[src/hdl/boardPkg.sv]
package boardPkg;

	// ======================================================================
	// cells and positions
	// ======================================================================

	typedef enum logic [1:0]
	{
		cellEmpty = 2'b00,
		cellX = 2'b01,
		cellO = 2'b10
	} cellState;

	// row 0 is the top row
	typedef struct packed
	{
		logic [1:0] row;
		logic [1:0] col;
	} boardPos;

	// cell of row r and column c sits at index r * 3 + c
	typedef cellState [8:0] boardCells;

	typedef struct packed
	{
		logic done;
		logic draw;
		cellState winner;
	} gameResult;

	// ======================================================================
	// board constants
	// ======================================================================

	localparam int boardSize = 3;
	localparam logic [1:0] lastRowCol = 2'(boardSize - 1);
	localparam boardPos startPos = '{row: 2'd1, col: 2'd1};
	localparam boardCells emptyBoard = '{default: cellEmpty};

	// rows, then columns, then the two diagonals
	localparam int lineCount = 8;
	localparam logic [0:7][0:2][3:0] winLines = '{
		'{4'd0, 4'd1, 4'd2},
		'{4'd3, 4'd4, 4'd5},
		'{4'd6, 4'd7, 4'd8},
		'{4'd0, 4'd3, 4'd6},
		'{4'd1, 4'd4, 4'd7},
		'{4'd2, 4'd5, 4'd8},
		'{4'd0, 4'd4, 4'd8},
		'{4'd2, 4'd4, 4'd6}
	};

	function automatic logic [3:0] posIndex(boardPos pos);
		return 4'(pos.row * boardSize + pos.col);
	endfunction

endpackage

[src/hdl/keyCodesPkg.sv]
package keyCodesPkg;

	// ======================================================================
	// keyboard scan codes of one byte each
	// ======================================================================

	localparam logic [7:0] keyW = 8'h1D;
	localparam logic [7:0] keyA = 8'h1C;
	localparam logic [7:0] keyS = 8'h1B;
	localparam logic [7:0] keyD = 8'h23;
	localparam logic [7:0] keyR = 8'h2D;
	localparam logic [7:0] keyEnter = 8'h5A;

	// a release sends this prefix and then the code of the released key
	localparam logic [7:0] keyBreak = 8'hF0;

	// ======================================================================
	// decoded commands
	// ======================================================================

	typedef enum logic [2:0]
	{
		cmdUp,
		cmdDown,
		cmdLeft,
		cmdRight,
		cmdPlace,
		cmdClear
	} commandKind;

	typedef struct packed
	{
		logic valid;
		commandKind kind;
	} keyCommand;

endpackage

[src/hdl/keyDecoder.sv]
module keyDecoder
(
	input logic flagReset,
	input logic reset,
	input logic [7:0] keyData,
	input logic keyStrobe,
	output keyCodesPkg::keyCommand command
);

	logic breakPending;
	logic lookupHit;
	keyCodesPkg::commandKind lookupKind;

	// codes missing from the scan-code table are ignored
	always_comb
	begin
		lookupHit = 1'b1;
		lookupKind = keyCodesPkg::cmdUp;
		case (keyData)
			keyCodesPkg::keyW: lookupKind = keyCodesPkg::cmdUp;
			keyCodesPkg::keyS: lookupKind = keyCodesPkg::cmdDown;
			keyCodesPkg::keyA: lookupKind = keyCodesPkg::cmdLeft;
			keyCodesPkg::keyD: lookupKind = keyCodesPkg::cmdRight;
			keyCodesPkg::keyEnter: lookupKind = keyCodesPkg::cmdPlace;
			keyCodesPkg::keyR: lookupKind = keyCodesPkg::cmdClear;
			default: lookupHit = 1'b0;
		endcase
	end

	// the byte after a break prefix names the released key and is swallowed
	always_ff @(posedge flagReset)
	begin
		if (reset)
		begin
			breakPending <= 1'b0;
			command.valid <= 1'b0;
		end
		else
		begin
			command.valid <= 1'b0;
			if (keyStrobe)
			begin
				if (breakPending)
				begin
					breakPending <= 1'b0;
				end
				else if (keyData == keyCodesPkg::keyBreak)
				begin
					breakPending <= 1'b1;
				end
				else
				begin
					command.valid <= lookupHit;
					command.kind <= lookupKind;
				end
			end
		end
	end

endmodule

[src/hdl/lineJudge.sv]
module lineJudge
(
	input logic flagReset,
	input logic reset,
	input boardPkg::boardCells board,
	output boardPkg::gameResult result
);

	boardPkg::cellState lineMark;
	logic boardFull;
	boardPkg::gameResult nextResult;

	// a line counts when its three cells hold the same mark
	always_comb
	begin
		lineMark = boardPkg::cellEmpty;
		for (int l = 0; l < boardPkg::lineCount; l++)
		begin
			if (board[boardPkg::winLines[l][0]] != boardPkg::cellEmpty
				&& board[boardPkg::winLines[l][0]] == board[boardPkg::winLines[l][1]]
				&& board[boardPkg::winLines[l][1]] == board[boardPkg::winLines[l][2]])
			begin
				lineMark = board[boardPkg::winLines[l][0]];
			end
		end
	end

	always_comb
	begin
		boardFull = 1'b1;
		for (int i = 0; i < boardPkg::boardSize * boardPkg::boardSize; i++)
		begin
			if (board[i] == boardPkg::cellEmpty)
			begin
				boardFull = 1'b0;
			end
		end
	end

	// a line takes priority, since the last mark can fill the board and win
	always_comb
	begin
		nextResult.done = 1'b0;
		nextResult.draw = 1'b0;
		nextResult.winner = boardPkg::cellEmpty;
		if (lineMark != boardPkg::cellEmpty)
		begin
			nextResult.done = 1'b1;
			nextResult.winner = lineMark;
		end
		else if (boardFull)
		begin
			nextResult.done = 1'b1;
			nextResult.draw = 1'b1;
		end
	end

	always_ff @(posedge flagReset)
	begin
		if (reset)
		begin
			result.done <= 1'b0;
			result.draw <= 1'b0;
			result.winner <= boardPkg::cellEmpty;
		end
		else
		begin
			result <= nextResult;
		end
	end

endmodule

[src/hdl/moveController.sv]
module moveController
(
	input logic flagReset,
	input logic reset,
	input keyCodesPkg::keyCommand command,
	input logic gameDone,
	output boardPkg::boardPos cursor,
	output boardPkg::boardCells board,
	output boardPkg::cellState turn
);

	logic [3:0] cursorIndex;
	logic cursorFree;
	logic placeOk;

	always_comb
	begin
		cursorIndex = boardPkg::posIndex(cursor);
		cursorFree = (board[cursorIndex] == boardPkg::cellEmpty);
	end

	// a placement needs an empty cell and a game still in progress
	always_comb
	begin
		placeOk = command.valid && (command.kind == keyCodesPkg::cmdPlace);
		placeOk = placeOk && cursorFree && !gameDone;
	end

	// ======================================================================
	// cursor
	// ======================================================================

	// moves stop at the edges instead of wrapping
	always_ff @(posedge flagReset)
	begin
		if (reset)
		begin
			cursor <= boardPkg::startPos;
		end
		else if (command.valid)
		begin
			case (command.kind)
				keyCodesPkg::cmdUp:
				begin
					if (cursor.row != 2'd0)
					begin
						cursor.row <= cursor.row - 2'd1;
					end
				end
				keyCodesPkg::cmdDown:
				begin
					if (cursor.row != boardPkg::lastRowCol)
					begin
						cursor.row <= cursor.row + 2'd1;
					end
				end
				keyCodesPkg::cmdLeft:
				begin
					if (cursor.col != 2'd0)
					begin
						cursor.col <= cursor.col - 2'd1;
					end
				end
				keyCodesPkg::cmdRight:
				begin
					if (cursor.col != boardPkg::lastRowCol)
					begin
						cursor.col <= cursor.col + 2'd1;
					end
				end
				keyCodesPkg::cmdClear:
				begin
					cursor <= boardPkg::startPos;
				end
				default:
				begin
					cursor <= cursor;
				end
			endcase
		end
	end

	// ======================================================================
	// board and turn
	// ======================================================================

	always_ff @(posedge flagReset)
	begin
		if (reset)
		begin
			board <= boardPkg::emptyBoard;
			turn <= boardPkg::cellX;
		end
		else if (command.valid && (command.kind == keyCodesPkg::cmdClear))
		begin
			board <= boardPkg::emptyBoard;
			turn <= boardPkg::cellX;
		end
		else if (placeOk)
		begin
			board[cursorIndex] <= turn;
			// turns only alternate on a placement that went through
			if (turn == boardPkg::cellX)
			begin
				turn <= boardPkg::cellO;
			end
			else
			begin
				turn <= boardPkg::cellX;
			end
		end
	end

endmodule

[src/hdl/ticTacToeTop.sv]
module ticTacToeTop
(
	input logic flagReset,
	input logic reset,
	input logic [7:0] keyData,
	input logic keyStrobe,
	output boardPkg::boardPos cursor,
	output boardPkg::boardCells board,
	output boardPkg::cellState turn,
	output boardPkg::gameResult result
);

	keyCodesPkg::keyCommand command;

	keyDecoder keyDecoder_i
	(
		.flagReset(flagReset),
		.reset(reset),
		.keyData(keyData),
		.keyStrobe(keyStrobe),
		.command(command)
	);

	// the finished flag from the judge blocks further placements
	moveController moveController_i
	(
		.flagReset(flagReset),
		.reset(reset),
		.command(command),
		.gameDone(result.done),
		.cursor(cursor),
		.board(board),
		.turn(turn)
	);

	lineJudge lineJudge_i
	(
		.flagReset(flagReset),
		.reset(reset),
		.board(board),
		.result(result)
	);

endmodule

[config.mk]
export PLATFORM = sky130hd
export DESIGN_NAME = ticTacToeTop
export DESIGN_NICKNAME = d
export VERILOG_FILES = /design/src/hdl/boardPkg.sv /design/src/hdl/keyCodesPkg.sv /design/src/hdl/keyDecoder.sv /design/src/hdl/lineJudge.sv /design/src/hdl/moveController.sv /design/src/hdl/ticTacToeTop.sv
export SDC_FILE = /design/constraint.sdc
export NUM_CORES = 1
export LEC_CHECK = 0
export BUFFER_PORTS_ARGS = -buffer_cell sky130_fd_sc_hd__buf_2
export CAP_MARGIN = 20
export CORE_UTILIZATION = 40
export CTS_BUF_LIST = sky130_fd_sc_hd__clkbuf_8
export CTS_CLUSTER_SIZE = 8
export DETAILED_ROUTE_END_ITERATION = 16
export GPL_TIMING_DRIVEN = 1
export SLEW_MARGIN = 15
export SYNTH_ARGS = -nofsm -noshare
export SYNTH_HDL_FRONTEND = slang
export SYNTH_SLANG_ARGS = --single-unit
[constraint.sdc]
create_clock -name flagReset -period 2.6 [get_ports flagReset]
set_input_delay 0.13 -clock flagReset [delete_from_list [all_inputs] [get_ports flagReset]]
set_output_delay 0.13 -clock flagReset [all_outputs]
set_load 0.02 [all_outputs]
==> flow_summary.toml, run 1 <==
[setup_path]
cp.arrival_ns = 2.77
startpoint_type = "flip-flop"
rrSetupSlack_ns = 0.07
cp_max_fo = 3
criticalPathCategory = "flip-flop to flip-flop"
endpoint_kind = "flip-flop"
required_ns = 2.83
worst-r2r-cell-count = 9

[synth]
async_reset_ff_frac = 0
yosys.area_share.simple = 0.368
syn-cell-area_um2 = 2100
syn-num-nets = 283
synth_top_area_cell = "dfxtp_1"
yosysWarnings = 0
synth_compound_area_frac = 0.181
synth_cell_types = 52
synth_most_common_cell = "nor2_1"
synth_xor_xnor_area_share = 0
synth.top_cells.by_count = "nor2_1, dfxtp_1, a21oi_1"
synthAdderAreaFrac = 0.0429
postSynthCellCount = 266
synth_top_family_by_area = "simple AND/OR/NAND/NOR gates"
synth.avg_cell_area_um2 = 7.89
synth_area_leaders = "dfxtp_1, nor2_1, a21oi_1, nand3_1, nor2b_1"
synth_edf_count = 3
yosys-mux-area-fraction = 0.0376
synth_seq_cells = 33
synth_top_area_frac = 0.286
seq_area_frac_synth = 0.329
synth_ff_type = "dfxtp_1"

[sta]
layout_min_cycle_time_ns = 2.53
slew_headroom = 0.515
fin_skew_ns = 0.00692
min_period_over_period = 0.973
tightest_slew_ns = 0.718
finalSetupTns_ns = 0
drv_slew = 0
hold_viol = 0
max_freq_mhz = 395
setup_viol = 0
rsz0062_at_grt = "no"

[clocking]
numCtsBuffers = 5
cts.hold.buffers_added = 0
cts_tree = "built"
cts_root_buf = "clkbuf_8"
htreeDepth = 2
cts.sinks = 33
insertion_delay_ns = 0.29
cts.clk_slew.worst_paths_ns = 0.08
cts.path.max_buffers = 2

[global_route]
grt_start_max_net_pins = 21
antenna_found_initial = 0
grt_pass1_vias = 1915
overflow = 0
grt_pass1_wl_um = 9230
grtUsageTotal = 0.220

[detailed_routing]
drt_first_iter_violations = 160
wire_per_inst_um = 15.2
routed_wl_um = 5660
vias = 2101
drtAntennaViolNets = 0
drc_errors = 0
via_per_inst = 5.63
drtPass1Iterations = 4

[floorplan]
die-area_um2 = 5540
floorplan.die.width_um = 74.4
die_y_um = 74.4
start_util = 0.430
io_pins = 39
fp.coreArea_um2 = 4880
core.rowCount = 25

[finish]
nets = 322
fillers = 495
drive_gt1_frac = 0.222
antennaDiodeCount = 0
area_delta_synth_final_pct = 19.7

[status]
outcome = "finished, final reports clean"

[placed_design]
dpl.hpwl_um = 4130
io_buffers = 38
place.gp.congestion = 0.828

[pwr]
power_uw = 1060
p_per_area_nw_per_um2 = 423
p_leak_uw = 0.00105
vdd_drop_max_mv = 0.322

[flow_run]
timing.max_cap.violations = 0

[hold_path]
min_path_type = "primary input to flip-flop"
hold_path_depth = 3
[metrics by stage]
stage | cells | cell area (µm²) | utilization | hold WS, ns | setup slack (ns)
2_1_floorplan | 266 | 2110 | - | 0.326 | 0.0196
3_3_place_gp | 364 | 2360 | 0.485 | 0.444 | 0.0880
3_5_place_dp | 364 | 2360 | 0.485 | 0.455 | 0.0420
4_1_cts | 372 | 2480 | 0.508 | 0.155 | 0.0237
5_1_grt | 373 | 2510 | 0.515 | 0.161 | 0.00314
6_report | 373 | 2510 | 0.515 | 0.161 | 0.0691
[flip-flops by register name, summed over array words and instances, names as in the netlist]
| register | cells |
|---|---|
| keyDecoder_i.breakPending | 1 |
| moveController_i.turn | 2 |
| moveController_i.cursor | 4 |
| lineJudge_i.result | 4 |
| keyDecoder_i.command | 4 |
| moveController_i.board | 18 |
[logic make-up (layout without fill, tap and decap cells)]
family,Yosys count,count (layout)
DFF,33,33
and+or+nand+nor,144,144
buffers and inverters,20,60
adders and majority gates,6,6
AOI/OAI and AO/OA,57,57
muxes,6,6
[power by group]
part	internal [µW]	switching [µW]	leakage, µW
Combinational	23.0	34.0	0.000728
Sequential	515	5.02	0.000267
Clock	287	199	0.0000587
Total	825	238	0.00105
[timing repair]
item | in CTS | in global routing
buffers inserted | 0 | 1
setup endpoints to repair | 0 | 13
resized for setup | 0 | 6
[routing by layer]
| layer | track usage | routed length, µm | up-vias |
|---|---|---|---|
| met5 | 0 | 0 | - |
| met4 | 0.0671 | 68 | 0 |
| met3 | 0.0407 | 358 | 7 |
| met2 | 0.343 | 2590 | 67 |
| met1 | 0.307 | 2640 | 975 |
| li1 | - | - | 1052 |
[worst max-delay path, cell delays in order (launching register included)]
cell	delay [ns]
dfxtp_2	0.34
fa_1	0.48
ha_2	0.20
fa_1	0.57
inv_1	0.05
and3_4	0.16
o21ai_1	0.09
o311a_4	0.23
mux2_4	0.30
nor2_2	0.07
[cells in the final DEF, fill, tap and decap left out, types with 2 or more instances in the layout]
cell | synthesis | layout
o2111ai_1 | 3 | 3
dfxtp_1 | 30 | 27
or3_1 | 7 | 7
nor4_1 | 5 | 4
mux2i_1 | 3 | 3
nand3_1 | 20 | 20
nor3_1 | 9 | 9
edfxtp_1 | 3 | 3
clkbuf_8 | 0 | 5
a21oi_1 | 25 | 25
nand4b_1 | 2 | 2
buf_2 | 3 | 38
a211oi_1 | 3 | 2
ha_1 | 4 | 3
nor3b_1 | 2 | 2
dfxtp_2 | 0 | 2
nand4_1 | 3 | 3
nor2b_1 | 16 | 16
and3_1 | 10 | 9
o211ai_1 | 2 | 2
nand3b_1 | 2 | 2
o21ai_0 | 5 | 4
inv_1 | 7 | 7
nor2_1 | 35 | 35
buf_4 | 2 | 7
nand2b_1 | 11 | 11
fa_1 | 2 | 2
nand2_1 | 13 | 13
nor4b_1 | 3 | 3
and2_1 | 2 | 2
a31oi_1 | 5 | 5
[path summary, 6_finish.rpt]
path                                                    to                        from
worst max-delay path              moveController_i.turn[1]  moveController_i.cursor[3]
worst min-delay path             keyDecoder_i.breakPending                   keyStrobe
worst max register to register    moveController_i.turn[1]  moveController_i.cursor[3]
worst min register to register  moveController_i.cursor[1]  moveController_i.cursor[1]
[final cells by class]
type	count	area, µm²	area share
clock inverters	3	45.0	0.0179
multi-input cells	213	1350	0.537
flip-flops and latches	33	697	0.278
clock buffers	5	68.8	0.0274
repair buffers	45	243	0.0967
well taps	67	83.8	0.0334
inverters	7	26.3	0.0105
Note: power is estimated with default switching activity, not from simulation.
==> run 2, diff against run 1 <==
- ABC_AREA: not set -> 1
- CTS_CLUSTER_SIZE: 8 -> 10
==> flow_summary.toml, run 2 <==
[sta]
finalSetupTns_ns = 0
fin_skew_ns = 0.0115
drv_slew = 0
max_freq_mhz = 396
hold_viol = 0
holdWs_ns = 0.0938
tightest_slew_ns = 0.415
min_period_over_period = 0.972
slew_headroom = 0.720
rsz0062_at_grt = "yes"
setup_viol = 0
layout_min_cycle_time_ns = 2.53

[pwr]
p_per_area_nw_per_um2 = 398
vdd_drop_max_mv = 0.285
p_leak_uw = 0.00117

[setup_path]
required_ns = 2.84
endpoint_kind = "flip-flop"
cp_max_fo = 7
startpoint_type = "flip-flop"
criticalPathCategory = "flip-flop to flip-flop"
cp.arrival_ns = 2.76

[synth]
async_reset_ff_frac = 0
postSynthCellCount = 326
seq_area_frac_synth = 0.318
synth.top_cells.by_count = "nand2_1, inv_1, nor2_1"
synth.avg_cell_area_um2 = 6.67
synth_top_area_frac = 0.276
synth_edf_count = 3
yosysWarnings = 0
synth_top_area_cell = "dfxtp_1"
synth_area_leaders = "dfxtp_1, nand2_1, inv_1, nand3_1, nor2_1"
synth_cell_types = 37
synth_seq_cells = 33
syn-num-nets = 343
synth_ff_type = "dfxtp_1"
synth_most_common_cell = "nand2_1"
syn-cell-area_um2 = 2170

[global_route]
grt_pass1_vias = 2097
met3_usage = 0.0397
antenna_found_initial = 0
grt.met2_usage = 0.330
grtUsageTotal = 0.238
grt_start_max_net_pins = 13
overflow = 0
busiest_layer = "met1"
grt_util_met1 = 0.364
grt_pass1_wl_um = 10100

[detailed_routing]
wire_per_inst_um = 13.9
drtPass1Iterations = 5
vias = 2351
via_per_inst = 5.30
drt_first_iter_violations = 176
routed_wl_um = 6180
drtAntennaViolNets = 0
drc_errors = 0

[flow_run]
timing.max_cap.violations = 0

[floorplan]
fp.coreArea_um2 = 5170
core.rowCount = 26
die_y_um = 75.7
floorplan.die.width_um = 75.7
start_util = 0.420
die-area_um2 = 5730
io_pins = 39

[clocking]
insertion_delay_ns = 0.30
cts.clk_slew.worst_paths_ns = 0.07
cts.hold.buffers_added = 0
cts.path.max_buffers = 2
cts_tree = "built"
cts.sinks = 33
numCtsBuffers = 5
cts_root_buf = "clkbuf_8"
htreeDepth = 2

[finish]
fillers = 528
regMostFlops = "moveController_i.board"
final_cells = 444
final_util = 0.517
largest_reg_flops = 18
drive_gt1_frac = 0.251
final_common_cell = "nand2_1"
ff_latch_area_um2 = 694
most-common-layout-cells = "nand2_1, inv_1, buf_2"
nets = 390
final_area_um2 = 2670
antennaDiodeCount = 0
multi_input_area_um2 = 1360
area_delta_synth_final_pct = 23.0

[placed_design]
dpl.hpwl_um = 4610
place.gp.congestion = 0.854
dpl_cell_area_um2 = 2460
io_buffers = 38
dp_cells = 434

[status]
outcome = "finished, final reports clean"

[hold_path]
min_path_type = "primary input to flip-flop"
[run 2: cell count changes after synthesis, moves of 7 or more]
cell and delta:
a21oi_1 -8, a21oi_2 +7, and3_1 -10, clkbuf_1 -7
inv_1 +38, nand2_1 +54, nand2b_1 -11, nand3_1 +10
nor2b_1 -16, o21ai_0 +18, or3_1 -7
[run 2: timing repair]
item                                    4_1_cts  5_1_grt
hold endpoints to repair                      0        0
buffers inserted                              0        2
endpoints found under the setup margin        2       20
pin swaps                                     0        8
gates resized for setup                       1       29
[run 2: cell type report]
class                   instances  share of cell area
repair buffers                 44              0.0880
clock buffers                   6              0.0309
flip-flops and latches         33               0.260
clock inverters                 2              0.0126
inverters                      48              0.0674
multi-input cells             241               0.509
well taps                      70              0.0328
[run 2: critical path: stages (launching register included)]
cell     delay [ns]
dfxtp_2        0.33
fa_1           0.49
ha_2           0.19
fa_1           0.54
inv_1          0.07
nand4_1        0.12
o21ai_2        0.08
nor2_4         0.16
nand2_4        0.12
nor3_4         0.18
nand2_1        0.09
a21oi_2        0.11
[run 2: cells by family after synthesis]
group,count (synthesis),synth area share
adder cells (fa/ha/maj),6,0.0415
AND/OR/NAND/NOR,168,0.356
AO/OA/AOI/OAI,65,0.184
XOR/XNOR,2,0.00806
buffers and inverters,52,0.0933
flip-flops,33,0.318
[run 2: power by group]
part / switching (µW) / internal, µW
registers: 3.28 / 515
logic: 31.8 / 14.8
clock network: 190 / 308
[run 2: path summary, 6_finish.rpt]
path	start	end	slack, ns	depth (start not counted)
max reg2reg	moveController_i.cursor[3]	moveController_i.board[11]	0.07	11
max	moveController_i.cursor[3]	moveController_i.board[11]	0.07	11
min	reset	moveController_i.cursor[1]	0.09	2
min reg2reg	keyDecoder_i.breakPending	keyDecoder_i.breakPending	0.49	2
[run 2: through the flow]
stage / total power, µW / setup slack, ns
floorplan: 554 / 0.0341
global placement: 574 / 0.0895
detailed placement: 575 / 0.0230
CTS: 1070 / 0.0182
global route: 1100 / -0.0686
finish: 1060 / 0.0735
[run 2: metal layers]
layer	routed length, µm	vias up	part of all wire
met4	92	0	0.015
met2	2620	97	0.42
met3	518	11	0.084
met1	2940	1057	0.48
li1	-	1186	-
met5	0	-	0
==> run 3, diff against run 2 <==
- CORE_ASPECT_RATIO: not set -> 0.6
==> flow_summary.toml, run 3 (synthesis gave the netlist of run 2 again) <==
[status]
outcome = "finished, final reports clean"

[floorplan]
die-area_um2 = 5740
floorplan.die.width_um = 97.2
core.rowCount = 20
fp.coreArea_um2 = 5150
start_util = 0.422
io_pins = 39
die_y_um = 59.1

[global_route]
met3_usage = 0.0460
grt_pass1_vias = 2042
grtUsageTotal = 0.230
overflow = 0
grt_start_max_net_pins = 11
grt_pass1_wl_um = 10300
grt.met2_usage = 0.290
busiest_layer = "met1"
grt_util_met1 = 0.380
antenna_found_initial = 0

[setup_path]
r2r-start = "moveController_i.cursor[3]"
required_ns = 2.77
cp_max_fo = 7
startpoint_type = "flip-flop"
endpoint_kind = "flip-flop"
criticalPathCategory = "flip-flop to flip-flop"
rrSetupSlack_ns = 0.02
rr_endpoint = "moveController_i.turn[0]"
worst-r2r-cell-count = 11
cp.arrival_ns = 2.76

[detailed_routing]
drtAntennaViolNets = 0
drt_first_iter_violations = 157
routed_wl_um = 6280
drtPass1Iterations = 6
wire_per_inst_um = 14.3
drc_errors = 0
vias = 2340
via_per_inst = 5.32

[pwr]
p_per_area_nw_per_um2 = 403
power_uw = 1070
vdd_drop_max_mv = 0.176
p_leak_uw = 0.00116

[finish]
antennaDiodeCount = 0
area_delta_synth_final_pct = 21.9
regMostFlops = "moveController_i.board"
drive_gt1_frac = 0.230
final_common_cell = "nand2_1"
nets = 390
most-common-layout-cells = "nand2_1, inv_1, buf_2"
final_cells = 440
largest_reg_flops = 18

[hold_path]
min_path_type = "primary input to flip-flop"
hold_end = "lineJudge_i.result[0]"
hold_path_depth = 2
hp-start = "reset"

[placed_design]
place.gp.congestion = 0.905
dp_cells = 430
dpl.hpwl_um = 4870
io_buffers = 38
dp_slack_ns = -0.00836

[sta]
slew_headroom = 0.635
min_period_over_period = 0.993
setup_viol = 0
fin_skew_ns = 0.00545
rsz0062_at_grt = "yes"
drv_slew = 0
hold_viol = 0
max_freq_mhz = 387
layout_min_cycle_time_ns = 2.58
setup_slack_ns = 0.0170
tightest_slew_ns = 0.543
finalSetupTns_ns = 0

[clocking]
numCtsBuffers = 5
insertion_delay_ns = 0.29
cts.sinks = 33
cts_root_buf = "clkbuf_8"
cts_tree = "built"
htreeDepth = 2
cts.path.max_buffers = 2
cts.clk_slew.worst_paths_ns = 0.07

[flow_run]
timing.max_cap.violations = 0
[run 3: cell count changes in the layout (fill, tap and decap cells not counted), moves of 2 or more]
cell,delta
nand2_2,-2
a21oi_2,-2
o21ai_2,-3
nor3_4,+2
nand2_1,+2
a21oi_1,+2
o21ai_0,+4
nor3_2,-2
[run 3: layout make-up]
class                      count  area, µm²
inverter                      48        180
sequential                    33        697
fill                         514       2500
clock buffer                   6       82.6
timing repair buffer          44        235
tap                           66       82.6
multi-input combinational    241       1340
clock inverter                 2       33.8
[run 3: timing repair]
| item | in CTS | in global routing |
|---|---|---|
| resized for setup | 3 | 17 |
| pin swaps | 2 | 7 |
| buffers inserted | 0 | 2 |
| hold buffers | 0 | 0 |
| setup endpoints to repair | 10 | 20 |
| endpoints found under the hold margin | 0 | 0 |
[run 3: per-layer routing]
metal | share of wire | vias up
met1 | 0.56 | 1072
met2 | 0.37 | 70
li1 | - | 1194
met5 | 0 | -
met3 | 0.071 | 4
met4 | 0.0053 | 0
[run 3: metrics by stage]
step	instance area (µm²)	utilization	hold WS, ns
finish	2650	0.514	0.107
global route	2650	0.514	0.100
CTS	2590	0.502	0.101
detailed placement	2460	0.476	0.409
global placement	2460	0.476	0.406
floorplan	2180	-	0.199
[run 3: worst max-delay path by stage]
stage | from | end | cells after the start
2_1_floorplan | moveController_i.cursor[1] | moveController_i.turn[0] | 11
3_3_place_gp | moveController_i.cursor[1] | moveController_i.board[14] | 11
3_5_place_dp | moveController_i.cursor[1] | moveController_i.turn[0] | 11
4_1_cts | moveController_i.cursor[1] | moveController_i.board[15] | 11
5_1_grt | moveController_i.cursor[3] | moveController_i.board[12] | 11
6_report | moveController_i.cursor[3] | moveController_i.turn[0] | 11
[run 3: worst max-delay path, cell delays in order, from the launching register on]
cell and delay [ns]:
dfxtp_2 0.33, fa_1 0.54, ha_2 0.18, fa_1 0.43, buf_4 0.15, nor2_2 0.15
o21a_1 0.20, nor2_4 0.06, nand2_4 0.16, inv_2 0.05, o21ai_0 0.14, nand2_1 0.06
[run 3: where the power goes]
group / switching (µW) / leakage, µW / internal, µW
clock network: 196 / 0.0000626 / 309
logic: 32.5 / 0.000832 / 14.8
registers: 2.82 / 0.000267 / 514
total: 231 / 0.00116 / 838
